$ cat src/mpeg_consts.svh
// widths, buffer depths, thresholds and the reset key for the MPEG scrambler; include where needed
`ifndef MPEG_CONSTS_SVH
`define MPEG_CONSTS_SVH

// stream byte and key widths
`define BYTE_W 8
`define KEY_W 16
`define KEY_DEFAULT 16'hACE1

// input buffer and the level that raises mpeg_prog_full
`define IN_DEPTH 32
`define IN_PROG_FULL 24

// video, misc and record buffers
`define PATH_DEPTH 16
`define PATH_AFULL 12

`define RUN_MAX 255
`define SLICE_MIN 8'h01
`define SLICE_MAX 8'hAF

`endif

$ cat src/mpeg_pkg.sv
// shared stream types and state encodings, imported by the scrambler RTL and testbench
`include "mpeg_consts.svh"

package mpeg_pkg;

	typedef logic [`BYTE_W-1:0] byte_t;
	typedef logic [`KEY_W-1:0] key_t;

	// which path a run of bytes took
	typedef enum logic {
		run_misc  = 1'b0,
		run_video = 1'b1
	} run_class_e;

	// 1 to RUN_MAX, zero never stored in a record
	typedef logic [7:0] run_len_t;

	// start code prefix scan, 00 00 01 then code byte
	typedef enum logic [1:0] {
		sc_idle,
		sc_zero,
		sc_zero_zero,
		sc_prefix
	} scan_state_e;

	typedef enum logic {
		join_idle,
		join_copy
	} join_state_e;

endpackage

$ cat src/mpeg_scrambler_top.sv
// top level of the MPEG stream scrambler, connecting the buffers, splitter, scrambler and joiner
`timescale 1ns/100ps
`include "mpeg_consts.svh"

module mpeg_scrambler_top (
	input  logic            clk,
	input  logic            rst_n,
	input  mpeg_pkg::byte_t mpeg_in,
	input  logic            mpeg_in_en,
	input  logic            stream_end,
	input  mpeg_pkg::key_t  key_in,
	input  logic            key_en,
	output mpeg_pkg::byte_t mpeg_out,
	output logic            mpeg_out_en,
	output logic            mpeg_prog_full
);

	import mpeg_pkg::*;

	localparam int REC_W = 1 + $bits(run_len_t);

	logic [`BYTE_W:0] in_fifo_dout;
	logic in_fifo_empty;

	byte_t split_data;
	logic split_in_rd;
	logic split_vid_wr;
	logic split_misc_wr;
	run_class_e split_rec_class;
	run_len_t split_rec_len;
	logic split_rec_wr;

	byte_t vid_fifo_dout;
	logic vid_fifo_empty;
	logic vid_fifo_afull;

	byte_t misc_fifo_dout;
	logic misc_fifo_empty;
	logic misc_fifo_afull;

	logic [REC_W-1:0] rec_fifo_dout;
	logic rec_fifo_empty;
	logic rec_fifo_afull;

	logic scr_vid_rd;
	byte_t scr_data;
	logic scr_empty;

	logic join_vid_rd;
	logic join_misc_rd;
	logic join_rec_rd;

	// end flag rides with its byte
	sync_fifo #(
		.WIDTH(`BYTE_W + 1),
		.DEPTH(`IN_DEPTH),
		.AFULL(`IN_PROG_FULL)
	) in_fifo (
		.clk(clk),
		.rst_n(rst_n),
		.din({stream_end, mpeg_in}),
		.wr(mpeg_in_en),
		.dout(in_fifo_dout),
		.rd(split_in_rd),
		.empty(in_fifo_empty),
		.afull(mpeg_prog_full)
	);

	stream_splitter splitter (
		.clk(clk),
		.rst_n(rst_n),
		.in_data(in_fifo_dout[`BYTE_W-1:0]),
		.in_end(in_fifo_dout[`BYTE_W]),
		.in_empty(in_fifo_empty),
		.in_rd(split_in_rd),
		.vid_afull(vid_fifo_afull),
		.misc_afull(misc_fifo_afull),
		.rec_afull(rec_fifo_afull),
		.out_data(split_data),
		.vid_wr(split_vid_wr),
		.misc_wr(split_misc_wr),
		.rec_class(split_rec_class),
		.rec_len(split_rec_len),
		.rec_wr(split_rec_wr)
	);

	sync_fifo #(
		.WIDTH(`BYTE_W),
		.DEPTH(`PATH_DEPTH),
		.AFULL(`PATH_AFULL)
	) vid_fifo (
		.clk(clk),
		.rst_n(rst_n),
		.din(split_data),
		.wr(split_vid_wr),
		.dout(vid_fifo_dout),
		.rd(scr_vid_rd),
		.empty(vid_fifo_empty),
		.afull(vid_fifo_afull)
	);

	sync_fifo #(
		.WIDTH(`BYTE_W),
		.DEPTH(`PATH_DEPTH),
		.AFULL(`PATH_AFULL)
	) misc_fifo (
		.clk(clk),
		.rst_n(rst_n),
		.din(split_data),
		.wr(split_misc_wr),
		.dout(misc_fifo_dout),
		.rd(join_misc_rd),
		.empty(misc_fifo_empty),
		.afull(misc_fifo_afull)
	);

	sync_fifo #(
		.WIDTH(REC_W),
		.DEPTH(`PATH_DEPTH),
		.AFULL(`PATH_AFULL)
	) rec_fifo (
		.clk(clk),
		.rst_n(rst_n),
		.din({split_rec_class, split_rec_len}),
		.wr(split_rec_wr),
		.dout(rec_fifo_dout),
		.rd(join_rec_rd),
		.empty(rec_fifo_empty),
		.afull(rec_fifo_afull)
	);

	sign_scrambler scrambler (
		.clk(clk),
		.rst_n(rst_n),
		.key_in(key_in),
		.key_en(key_en),
		.in_data(vid_fifo_dout),
		.in_empty(vid_fifo_empty),
		.in_rd(scr_vid_rd),
		.vid_data(scr_data),
		.vid_empty(scr_empty),
		.vid_rd(join_vid_rd)
	);

	stream_joiner joiner (
		.clk(clk),
		.rst_n(rst_n),
		.rec_class(run_class_e'(rec_fifo_dout[REC_W-1])),
		.rec_len(rec_fifo_dout[REC_W-2:0]),
		.rec_empty(rec_fifo_empty),
		.rec_rd(join_rec_rd),
		.vid_data(scr_data),
		.vid_empty(scr_empty),
		.vid_rd(join_vid_rd),
		.misc_data(misc_fifo_dout),
		.misc_empty(misc_fifo_empty),
		.misc_rd(join_misc_rd),
		.mpeg_out(mpeg_out),
		.mpeg_out_en(mpeg_out_en)
	);

endmodule

$ cat src/sign_scrambler.sv
// flips bit 0 of video bytes by an LFSR keystream and presents them FIFO-style to the joiner
`timescale 1ns/100ps
`include "mpeg_consts.svh"

module sign_scrambler (
	input  logic            clk,
	input  logic            rst_n,
	input  mpeg_pkg::key_t  key_in,
	input  logic            key_en,
	input  mpeg_pkg::byte_t in_data,
	input  logic            in_empty,
	output logic            in_rd,
	output mpeg_pkg::byte_t vid_data,
	output logic            vid_empty,
	input  logic            vid_rd
);

	import mpeg_pkg::*;

	key_t lfsr;
	logic vid_valid;
	logic key_bit;
	logic feedback;
	logic carries_sign;
	byte_t scrambled;

	// refill when the register is free or is being taken this cycle
	assign in_rd = ~in_empty & (~vid_valid | vid_rd);
	assign vid_empty = ~vid_valid;

	// fibonacci taps 16 14 13 11
	assign key_bit = lfsr[15];
	assign feedback = lfsr[15] ^ lfsr[13] ^ lfsr[12] ^ lfsr[10];

	// 00 and 01 stay intact so start code prefixes survive
	assign carries_sign = (in_data >= 8'd2);
	assign scrambled = {in_data[7:1], in_data[0] ^ (carries_sign & key_bit)};

	always_ff @(posedge clk) begin
		if (!rst_n) begin
			lfsr <= `KEY_DEFAULT;
			vid_valid <= 1'b0;
		end else begin
			if (key_en)
				lfsr <= (key_in == '0) ? key_t'(`KEY_DEFAULT) : key_in;
			else if (in_rd & carries_sign)
				lfsr <= {lfsr[14:0], feedback};
			if (in_rd)
				vid_valid <= 1'b1;
			else if (vid_rd)
				vid_valid <= 1'b0;
		end
	end

	always_ff @(posedge clk) begin
		if (in_rd)
			vid_data <= scrambled;
	end

endmodule

$ cat src/stream_joiner.sv
// merges the video and misc paths back into stream order by replaying the run records
`timescale 1ns/100ps

module stream_joiner (
	input  logic                 clk,
	input  logic                 rst_n,
	input  mpeg_pkg::run_class_e rec_class,
	input  mpeg_pkg::run_len_t   rec_len,
	input  logic                 rec_empty,
	output logic                 rec_rd,
	input  mpeg_pkg::byte_t      vid_data,
	input  logic                 vid_empty,
	output logic                 vid_rd,
	input  mpeg_pkg::byte_t      misc_data,
	input  logic                 misc_empty,
	output logic                 misc_rd,
	output mpeg_pkg::byte_t      mpeg_out,
	output logic                 mpeg_out_en
);

	import mpeg_pkg::*;

	join_state_e state;
	run_class_e cur_class;
	run_len_t remaining;
	logic src_empty;
	logic take;

	assign rec_rd = (state == join_idle) & ~rec_empty;

	assign src_empty = (cur_class == run_video) ? vid_empty : misc_empty;
	assign take = (state == join_copy) & ~src_empty;
	assign vid_rd = take & (cur_class == run_video);
	assign misc_rd = take & (cur_class == run_misc);

	assign mpeg_out = (cur_class == run_video) ? vid_data : misc_data;
	assign mpeg_out_en = take;

	always_ff @(posedge clk) begin
		if (!rst_n) begin
			state <= join_idle;
			cur_class <= run_misc;
			remaining <= '0;
		end else begin
			case (state)
				join_idle: begin
					if (rec_rd) begin
						cur_class <= rec_class;
						remaining <= rec_len;
						state <= join_copy;
					end
				end
				join_copy: begin
					if (take) begin
						remaining <= remaining - 1'b1;
						// last byte of the run
						if (remaining == 8'd1)
							state <= join_idle;
					end
				end
				default: state <= join_idle;
			endcase
		end
	end

endmodule

$ cat src/stream_splitter.sv
// start code scanner that routes stream bytes to the video or misc path and logs runs
`timescale 1ns/100ps
`include "mpeg_consts.svh"

module stream_splitter (
	input  logic                 clk,
	input  logic                 rst_n,
	input  mpeg_pkg::byte_t      in_data,
	input  logic                 in_end,
	input  logic                 in_empty,
	output logic                 in_rd,
	input  logic                 vid_afull,
	input  logic                 misc_afull,
	input  logic                 rec_afull,
	output mpeg_pkg::byte_t      out_data,
	output logic                 vid_wr,
	output logic                 misc_wr,
	output mpeg_pkg::run_class_e rec_class,
	output mpeg_pkg::run_len_t   rec_len,
	output logic                 rec_wr
);

	import mpeg_pkg::*;

	scan_state_e state;
	scan_state_e state_nx;
	run_class_e section;
	run_class_e section_nx;
	run_len_t run_len;
	run_len_t run_len_inc;
	logic cur_afull;
	logic run_done;
	logic flush;

	assign in_rd = ~in_empty & ~vid_afull & ~misc_afull & ~rec_afull;
	assign run_len_inc = run_len + 1'b1;

	// pending run is flushed when its own path fills, else the joiner could never drain it
	assign cur_afull = (section == run_video) ? vid_afull : misc_afull;
	assign flush = cur_afull & ~rec_afull & (run_len != '0);

	always_comb begin
		state_nx = state;
		section_nx = section;
		case (state)
			sc_idle: begin
				if (in_data == 8'h00)
					state_nx = sc_zero;
			end
			sc_zero: begin
				state_nx = (in_data == 8'h00) ? sc_zero_zero : sc_idle;
			end
			sc_zero_zero: begin
				if (in_data == 8'h01)
					state_nx = sc_prefix;
				else if (in_data != 8'h00)
					state_nx = sc_idle;
			end
			sc_prefix: begin
				// code byte picks the section of what follows
				state_nx = sc_idle;
				if (in_data >= `SLICE_MIN && in_data <= `SLICE_MAX)
					section_nx = run_video;
				else
					section_nx = run_misc;
			end
			default: state_nx = sc_idle;
		endcase
		if (in_end) begin
			state_nx = sc_idle;
			section_nx = run_misc;
		end
	end

	// run closes at the byte before a class change, so one record per byte at most
	assign run_done = in_end | (run_len_inc == `RUN_MAX) | (section_nx != section);

	always_ff @(posedge clk) begin
		if (!rst_n) begin
			state <= sc_idle;
			section <= run_misc;
			run_len <= '0;
			vid_wr <= 1'b0;
			misc_wr <= 1'b0;
			rec_wr <= 1'b0;
		end else begin
			vid_wr <= in_rd & (section == run_video);
			misc_wr <= in_rd & (section == run_misc);
			rec_wr <= (in_rd & run_done) | flush;
			if (in_rd) begin
				state <= state_nx;
				section <= section_nx;
				run_len <= run_done ? '0 : run_len_inc;
			end else if (flush) begin
				run_len <= '0;
			end
		end
	end

	always_ff @(posedge clk) begin
		if (in_rd)
			out_data <= in_data;
		if (in_rd) begin
			rec_class <= section;
			rec_len <= run_len_inc;
		end else if (flush) begin
			rec_class <= section;
			rec_len <= run_len;
		end
	end

endmodule

$ cat src/sync_fifo.sv
// single-clock FIFO with first-word fall-through output, empty, almost-full and fill count
`timescale 1ns/100ps

module sync_fifo #(
	parameter int WIDTH = 8,
	parameter int DEPTH = 16,
	parameter int AFULL = 12
) (
	input  logic             clk,
	input  logic             rst_n,
	input  logic [WIDTH-1:0] din,
	input  logic             wr,
	output logic [WIDTH-1:0] dout,
	input  logic             rd,
	output logic             empty,
	output logic             afull
);

	localparam int AW = (DEPTH > 1) ? $clog2(DEPTH) : 1;

	logic [WIDTH-1:0] mem [DEPTH];
	logic [AW-1:0] wr_ptr;
	logic [AW-1:0] rd_ptr;
	logic [AW:0] count;
	logic do_wr;
	logic do_rd;

	// a write into a full buffer is dropped
	assign do_wr = wr & (int'(count) < DEPTH);
	assign do_rd = rd & ~empty;

	assign empty = (count == '0);
	assign afull = (int'(count) >= AFULL);
	assign dout = mem[rd_ptr];

	always_ff @(posedge clk) begin
		if (!rst_n) begin
			wr_ptr <= '0;
			rd_ptr <= '0;
			count <= '0;
		end else begin
			if (do_wr)
				wr_ptr <= (wr_ptr == AW'(DEPTH - 1)) ? '0 : wr_ptr + 1'b1;
			if (do_rd)
				rd_ptr <= (rd_ptr == AW'(DEPTH - 1)) ? '0 : rd_ptr + 1'b1;
			if (do_wr & ~do_rd)
				count <= count + 1'b1;
			else if (do_rd & ~do_wr)
				count <= count - 1'b1;
		end
	end

	always_ff @(posedge clk) begin
		if (do_wr)
			mem[wr_ptr] <= din;
	end

endmodule

$ cat config.mk
export PLATFORM = sky130hd
export DESIGN_NAME = mpeg_scrambler_top
export DESIGN_NICKNAME = d
export VERILOG_FILES = /design/src/mpeg_pkg.sv /design/src/mpeg_scrambler_top.sv /design/src/sign_scrambler.sv /design/src/stream_joiner.sv /design/src/stream_splitter.sv /design/src/sync_fifo.sv
export VERILOG_INCLUDE_DIRS = /design/src
export SDC_FILE = /design/constraint.sdc
export NUM_CORES = 1
export LEC_CHECK = 0
export BUFFER_PORTS_ARGS = -buffer_cell sky130_fd_sc_hd__buf_4
export CAP_MARGIN = 10
export CORE_ASPECT_RATIO = 1.4
export CORE_MARGIN = 5
export CORE_UTILIZATION = 55
export CTS_CLUSTER_DIAMETER = 120
export CTS_CLUSTER_SIZE = 14
export DETAILED_ROUTE_END_ITERATION = 10
export GPL_TIMING_DRIVEN = 1
export PLACE_DENSITY = 0.71
export SKIP_CTS_REPAIR_TIMING = 1
export SKIP_LAST_GASP = 1
export SLEW_MARGIN = 20
export SYNTH_ARGS = -nofsm -noshare
export SYNTH_HDL_FRONTEND = slang
export SYNTH_HIERARCHICAL = 1
export SYNTH_SLANG_ARGS = --single-unit
$ cat constraint.sdc
create_clock -name clk -period 4.2 [get_ports clk]
set_input_delay 0.63 -clock clk [delete_from_list [all_inputs] [get_ports clk]]
set_output_delay 0.63 -clock clk [all_outputs]
set_load 0.01 [all_outputs]
==> results of run 1 <==
==> power by group through the flow <==
| stage | combinational (uW) | sequential (uW) | clock (uW) |
|---|---|---|---|
| floorplan | 2900 | 10500 | 0 |
| global placement | 3610 | 10900 | 0 |
| detailed placement | 3730 | 11000 | 0 |
| CTS | 3740 | 10800 | 6020 |
| global route | 4470 | 10700 | 6340 |
| finish | 4090 | 10600 | 5870 |
==> final cells by class <==
type	count	area, um^2	share of cell area (%)
clock inverters	4	63.8	0.173
flip-flops and latches	826	23700	64.1
inverters	51	199	0.539
clock buffers	119	1910	5.18
well taps	817	1020	2.77
multi-input cells	1037	9390	25.4
repair buffers	75	673	1.82
==> how the worst min path moves through the flow <==
stage | endpoint | cells after the start
final | scrambler/lfsr[13] | 3
after global routing | scrambler/lfsr[11] | 3
after CTS | scrambler/lfsr[13] | 3
after detailed placement | scrambler/lfsr[1] | 2
after global placement | scrambler/lfsr[4] | 2
after floorplan | scrambler/lfsr[14] | 2
==> worst min-delay path, cell delays in order <==
cell      delay (ns)
buf_4           0.08
nor2_1          0.05
o221ai_2        0.11
==> cell usage in the layout, fill, tap and decap left out, types with 7 or more instances in the layout <==
master,count
edfxtp_1,713
mux4_2,128
nor2_1,126
nand2_1,110
dfxtp_1,107
mux2i_1,89
a22oi_1,87
clkbuf_16,69
buf_4,63
clkbuf_1,50
a21oi_1,50
nand3_1,48
inv_1,46
ha_1,44
o21ai_0,29
and2_1,28
nor2b_1,24
xnor2_1,20
nand2b_1,19
nor3_1,14
a31oi_1,11
a22o_1,10
a21o_1,10
nor3_2,10
a221oi_1,8
xor2_1,8
o21a_1,8
nor4_1,8
mux2_2,8
buf_8,8
mux4_1,8
o221ai_2,8
and3_1,7
o32ai_1,7
==> cell families after synthesis <==
| family | count (synthesis) |
|---|---|
| flops | 826 |
| simple gates | 445 |
| compound gates | 283 |
| mux | 233 |
| buf+inv | 144 |
| fa+ha+maj | 48 |
| xor+xnor | 28 |
==> through the flow <==
step                std cells  total power, uW  util [%]  setup WS [ns]  hold WS [ns]
global placement         2798            14500      57.3          0.604         0.442
floorplan                2007            13400         -          0.990         0.430
CTS                      2921            20600      60.6          0.509         0.272
global route             2929            21500      60.8          0.404         0.304
detailed placement       2798            14800      57.3          0.614         0.444
finish                   2929            20500      60.8          0.583         0.302
==> metal layers <==
metal,up-vias,GRT usage [%],share of wire [%]
met5,-,0,0
met4,0,7.02,3.0
met3,104,2.26,4.0
met2,459,38.2,54
met1,8975,24.8,39
li1,8029,-,-
==> state kept, by name (all words and copies together) (netlist names), 5 cells and up, named ones only <==
name	count
in_fifo/mem	288
rec_fifo/mem	144
misc_fifo/mem	128
vid_fifo/mem	128
scrambler/lfsr	16
joiner/remaining	8
scrambler/vid_data	8
splitter/out_data	8
splitter/rec_len	8
splitter/run_len	8
in_fifo/count	6
in_fifo/rd_ptr	5
in_fifo/wr_ptr	5
misc_fifo/count	5
rec_fifo/count	5
vid_fifo/count	5
==> synthesized netlist by cell type (22+ instances only) <==
cell type and instances:
ha_1 44, a21oi_1 50, o21ai_0 29, edfxtp_1 713, nor3_1 22, a22oi_1 87
mux4_2 128, buf_2 29, nand3_1 48, mux2i_1 89, inv_1 46, nor2_1 127
nand2_1 110, clkbuf_1 27, and2_1 28, dfxtp_1 113, nor2b_1 24
==> metrics.txt, run 1 <==
root cell of the clock tree clkbuf_16; # IOs 39; Total Routed Length 67400 um; vias in the first global route approximately 18000; internal power 14800 uW; Simple-Gate Fraction of Synth Area 6.65%; drt via density 6.00; Post-DRT Antenna Nets 0; total track usage between 20% and 30%; Remaining Overflow, GRT 0; fraction of the mapped netlist area in adder cells 1.87%; layout cells sized above 1 ~16%; Synth warnings 6; Post-Synth XOR/XNOR Area less than 1%; Slew headroom 25.2%; Worst Path Max Fanout 32; Seq/Total Area, Yosys 70.2%; Synth Cell Area 0.0337 mm^2; Max-Cap Viols 0; H-Tree Depth 3; CP Cell Sequence buf_4, mux4_2, a22oi_1, nand2_1, mux2_2, buf_4; P_sw about 5700 uW; Diodes inserted 0; RSZ-0062 raised after global routing false; GP Congestion 0.797; reg-to-reg slack, setup 0.62 ns; chip height 303 um; initial antenna violation count 0; Area contributors post-synth edfxtp_1, mux4_2, dfxtp_1; row count 107; Slew Viols, Final 0; # fillers 4425; first-pass GRT wire length 105000 um; Clock Sinks 826; Worst path slowest cell mux4_2; Critical Path Stages 6; Post-synth ARST share 0%; Area Overhead vs Synth 9.49%; Compound-Gate Fraction of Synth Area under 10%; Max clock buf depth 3; status completed; critical path type reg2out; Synth Register Bits 826; via count 17567; share of the synthesized area in the top cell type 63.5%; final instance area 0.0369 mm^2; skew final 0.0281 ns; setup_tns 0 ns; Reg2Reg Depth 11; post-synthesis cell count ~2000; CP Data Required Time 3.57 ns; Unique masters post-synth between 80 and 90; largest net degree at the start of global routing 53; HP Start key_in[13]; startpoint types flip-flop; Leak Pwr between 0.01 and 0.015 uW; Reg power frac 51.5%; most numerous cell on the critical path buf_4; Nets between 2000 and 2500; CP endpoint mpeg_out[0]; core area about 0.061 mm^2; die width between 200 and 250 um; DP Area 0.0348 mm^2; Final period util between 80% and 90%; WL/cell ~23 um; Pre-antenna DRT Iters 5; Initial DRC Count about 1500; Residual DRC 0; critical path's top delay family multiplexers; Tmin final 3.62 ns; largest family of logic cells by synthesized area multiplexers; CTS tree yes; clock transition at the registers of the reported paths 0.06 ns; port bufs 38; clk_lat worst skew 0.62 ns; Avg Cell Area, Syn 16.8 um^2; Worst-Margin Slew 1.11 ns; Crit. End Element output pin; mux share of post-synthesis cell area 12.1%; Die ar. 0.0665 mm^2; power per standard cell area 556 mW/mm^2; dominant cell type by area after synthesis edfxtp_1; slowest stage delay, CP about 0.6 ns; Fmax around 280 MHz; CP Data Arrival Time 2.99 ns; Fin. Hold Viols 0; Synth Flop Type edfxtp_1; initial core utilization 55.5%; RR Endpoint splitter/run_len[5]; Clock Power Share between 20 and 30%; Worst Path Buf+Inv 2; final setup violation count 0; peak supply drop around 0.00039 V; EDFF count, synth 713; Worst Hold Class in2reg; DP HPWL 44000 um; CTS buffer count 68; syn nets 2084; Net Sw Frac about 28%; part of the power in combinational logic approximately a fifth
No activity file was read; power rests on OpenSTA's default activity.
==> inputs of run 2 (changes only) <==
--- a/config.mk
+++ b/config.mk
@@ -10,12 +10,12 @@
 export CAP_MARGIN = 10
 export CORE_ASPECT_RATIO = 1.4
 export CORE_MARGIN = 5
-export CORE_UTILIZATION = 55
+export CORE_UTILIZATION = 62
 export CTS_CLUSTER_DIAMETER = 120
-export CTS_CLUSTER_SIZE = 14
+export CTS_CLUSTER_SIZE = 28
 export DETAILED_ROUTE_END_ITERATION = 10
 export GPL_TIMING_DRIVEN = 1
-export PLACE_DENSITY = 0.71
+export PLACE_DENSITY = 0.78
 export SKIP_CTS_REPAIR_TIMING = 1
 export SKIP_LAST_GASP = 1
 export SLEW_MARGIN = 20
==> run 2 against run 1 <==
Net effect:
- sequential share of layout area up 2.1 points
- clock skew about the same
- sequential cell count stayed put
- critical path depth up 4
- non-clock buffer count is 6 lower
- clock power decreased by 33%
- setup slack lost 0.28 ns
- die area fell by 11%
- first-iteration DRC count is 1.7% higher
- critical path type is now reg2reg
- largest power group unchanged
==> metrics.txt, run 2 (synthesis results as in run 1) <==
WL/cell between 20 and 25 um; port bufs 38; Finished Layout Cells 2766; Slew Viols, Final 0; clock transition at the registers of the reported paths 0.10 ns; Max clock buf depth 3; CP Data Arrival Time between 4 and 5 ns; Leak Pwr 0.0113 uW; drt via density roughly 6.4; layout cells sized above 1 between 15 and 20%; Area Overhead vs Synth 6.07%; first-pass GRT wire length 103000 um; Power Total 18500 uW; critical path type reg2reg; CP endpoint splitter/run_len[5]; reg-to-reg slack, setup 0.30 ns; Crit. End Element flip-flop; row count around 100; total track usage 22.1%; Worst path slowest cell dfxtp_2; Post-DRT Antenna Nets 0; most numerous cell on the critical path nand3_1; Pre-antenna DRT Iters 6; largest net degree at the start of global routing 57; status completed; slowest stage delay, CP 0.76 ns; Worst-Margin Slew 1.13 ns; GP Congestion 0.900; core area 0.0541 mm^2; RSZ-0062 raised after global routing false; # IOs 39; CP Cell Sequence buf_12, mux4_2, a221oi_1, nand3_1, or4_4, nor2_2, o311ai_2, a31oi_4, nand3_1, a31oi_1; final setup violation count 0; startpoint types flip-flop; Initial DRC Count 1500; root cell of the clock tree clkbuf_16; Die ar. 0.0593 mm^2; Worst Hold Class in2reg; die width slightly above 200 um; Remaining Overflow, GRT 0; setup_tns 0 ns; CTS buffer count 35; CTS tree yes; clk_lat worst skew 0.56 ns; Nets about 2100; peak supply drop between 0.0003 and 0.0004 V; vias in the first global route 17839; commonest non-fill, non-tap cell in the layout edfxtp_1; Fmax around 260 MHz; Slew headroom 24.4%; skew final approximately 0.028 ns; WHS 0.347 ns; Final period util 92.8%; Fin. Hold Viols 0; most flop-heavy register in_fifo/mem; initial core utilization 62.4%; H-Tree Depth 2; RR Endpoint splitter/run_len[5]; via count 17590; DP HPWL ~45000 um; Total Routed Length 66500 um; CP Data Required Time 4.68 ns; Diodes inserted 0; Largest regs in_fifo/mem x288, rec_fifo/mem x144; max FFs per register 288; most frequent cells in the layout edfxtp_1, mux4_2, nor2_1; Reg2Reg Depth 10; Max-Cap Viols 0; chip height 286 um; Clock Sinks 826; Tmin final slightly below 4 ns; Worst Path Max Fanout 22; Residual DRC 0; initial antenna violation count 0; power per standard cell area 517 mW/mm^2; placed cells 2697
-- run 2: power breakdown --
group          internal (uW)  switching [uW]  leakage (uW)
Sequential              9920             689       0.00738
Clock                   1620            2300      0.000473
Combinational           1730            2250       0.00343
-- run 2: layout make-up --
cell class	instances	area [um^2]
timing repair buffer	69	608
inverter	51	199
fill	3611	18300
clock inverter	2	25.0
clock buffer	60	970
sequential	826	23700
multi-input combinational	1037	9400
tap	721	902
-- run 2: worst max-delay path, delay by kind of cell, from the launching register on --
kind | cells | cell delay, ns
AND/OR/NAND/NOR | 4 | 1.15
AO/OA/AOI/OAI | 4 | 1.12
flip-flops | 1 | 0.76
multiplexers | 1 | 0.51
buffers and inverters | 1 | 0.28
-- run 2: how the worst min path moves through the flow --
stage                     slack (ns)  cells past startpoint                from                 end
after global placement          0.44                      2   scrambler/lfsr[8]   scrambler/lfsr[8]
after detailed placement        0.45                      2   scrambler/lfsr[3]   scrambler/lfsr[3]
final                           0.35                      3           key_in[6]   scrambler/lfsr[6]
after floorplan                 0.43                      2  scrambler/lfsr[14]  scrambler/lfsr[14]
after global routing            0.34                      3           key_in[5]   scrambler/lfsr[5]
after CTS                       0.33                      3           key_in[6]   scrambler/lfsr[6]
-- run 2: stage by stage --
| step | utilization [%] | area, um^2 | worst slack, ns |
|---|---|---|---|
| final | 66.2 | 35800 | 0.303 |
| after floorplan | - | 33700 | 0.990 |
| after CTS | 65.9 | 35600 | 0.334 |
| after global placement | 64.1 | 34600 | 0.395 |
| after global routing | 66.2 | 35800 | 0.0873 |
| after detailed placement | 64.1 | 34700 | 0.346 |
-- run 2: routing by layer --
metal	part of all wire, %	wire, um	vias up	track usage (%)
li1	-	-	7911	-
met1	37	24700	8980	27.5
met2	55	36300	574	41.0
met3	4.1	2690	125	1.94
met4	4.1	2730	0	7.66
met5	0	0	-	0
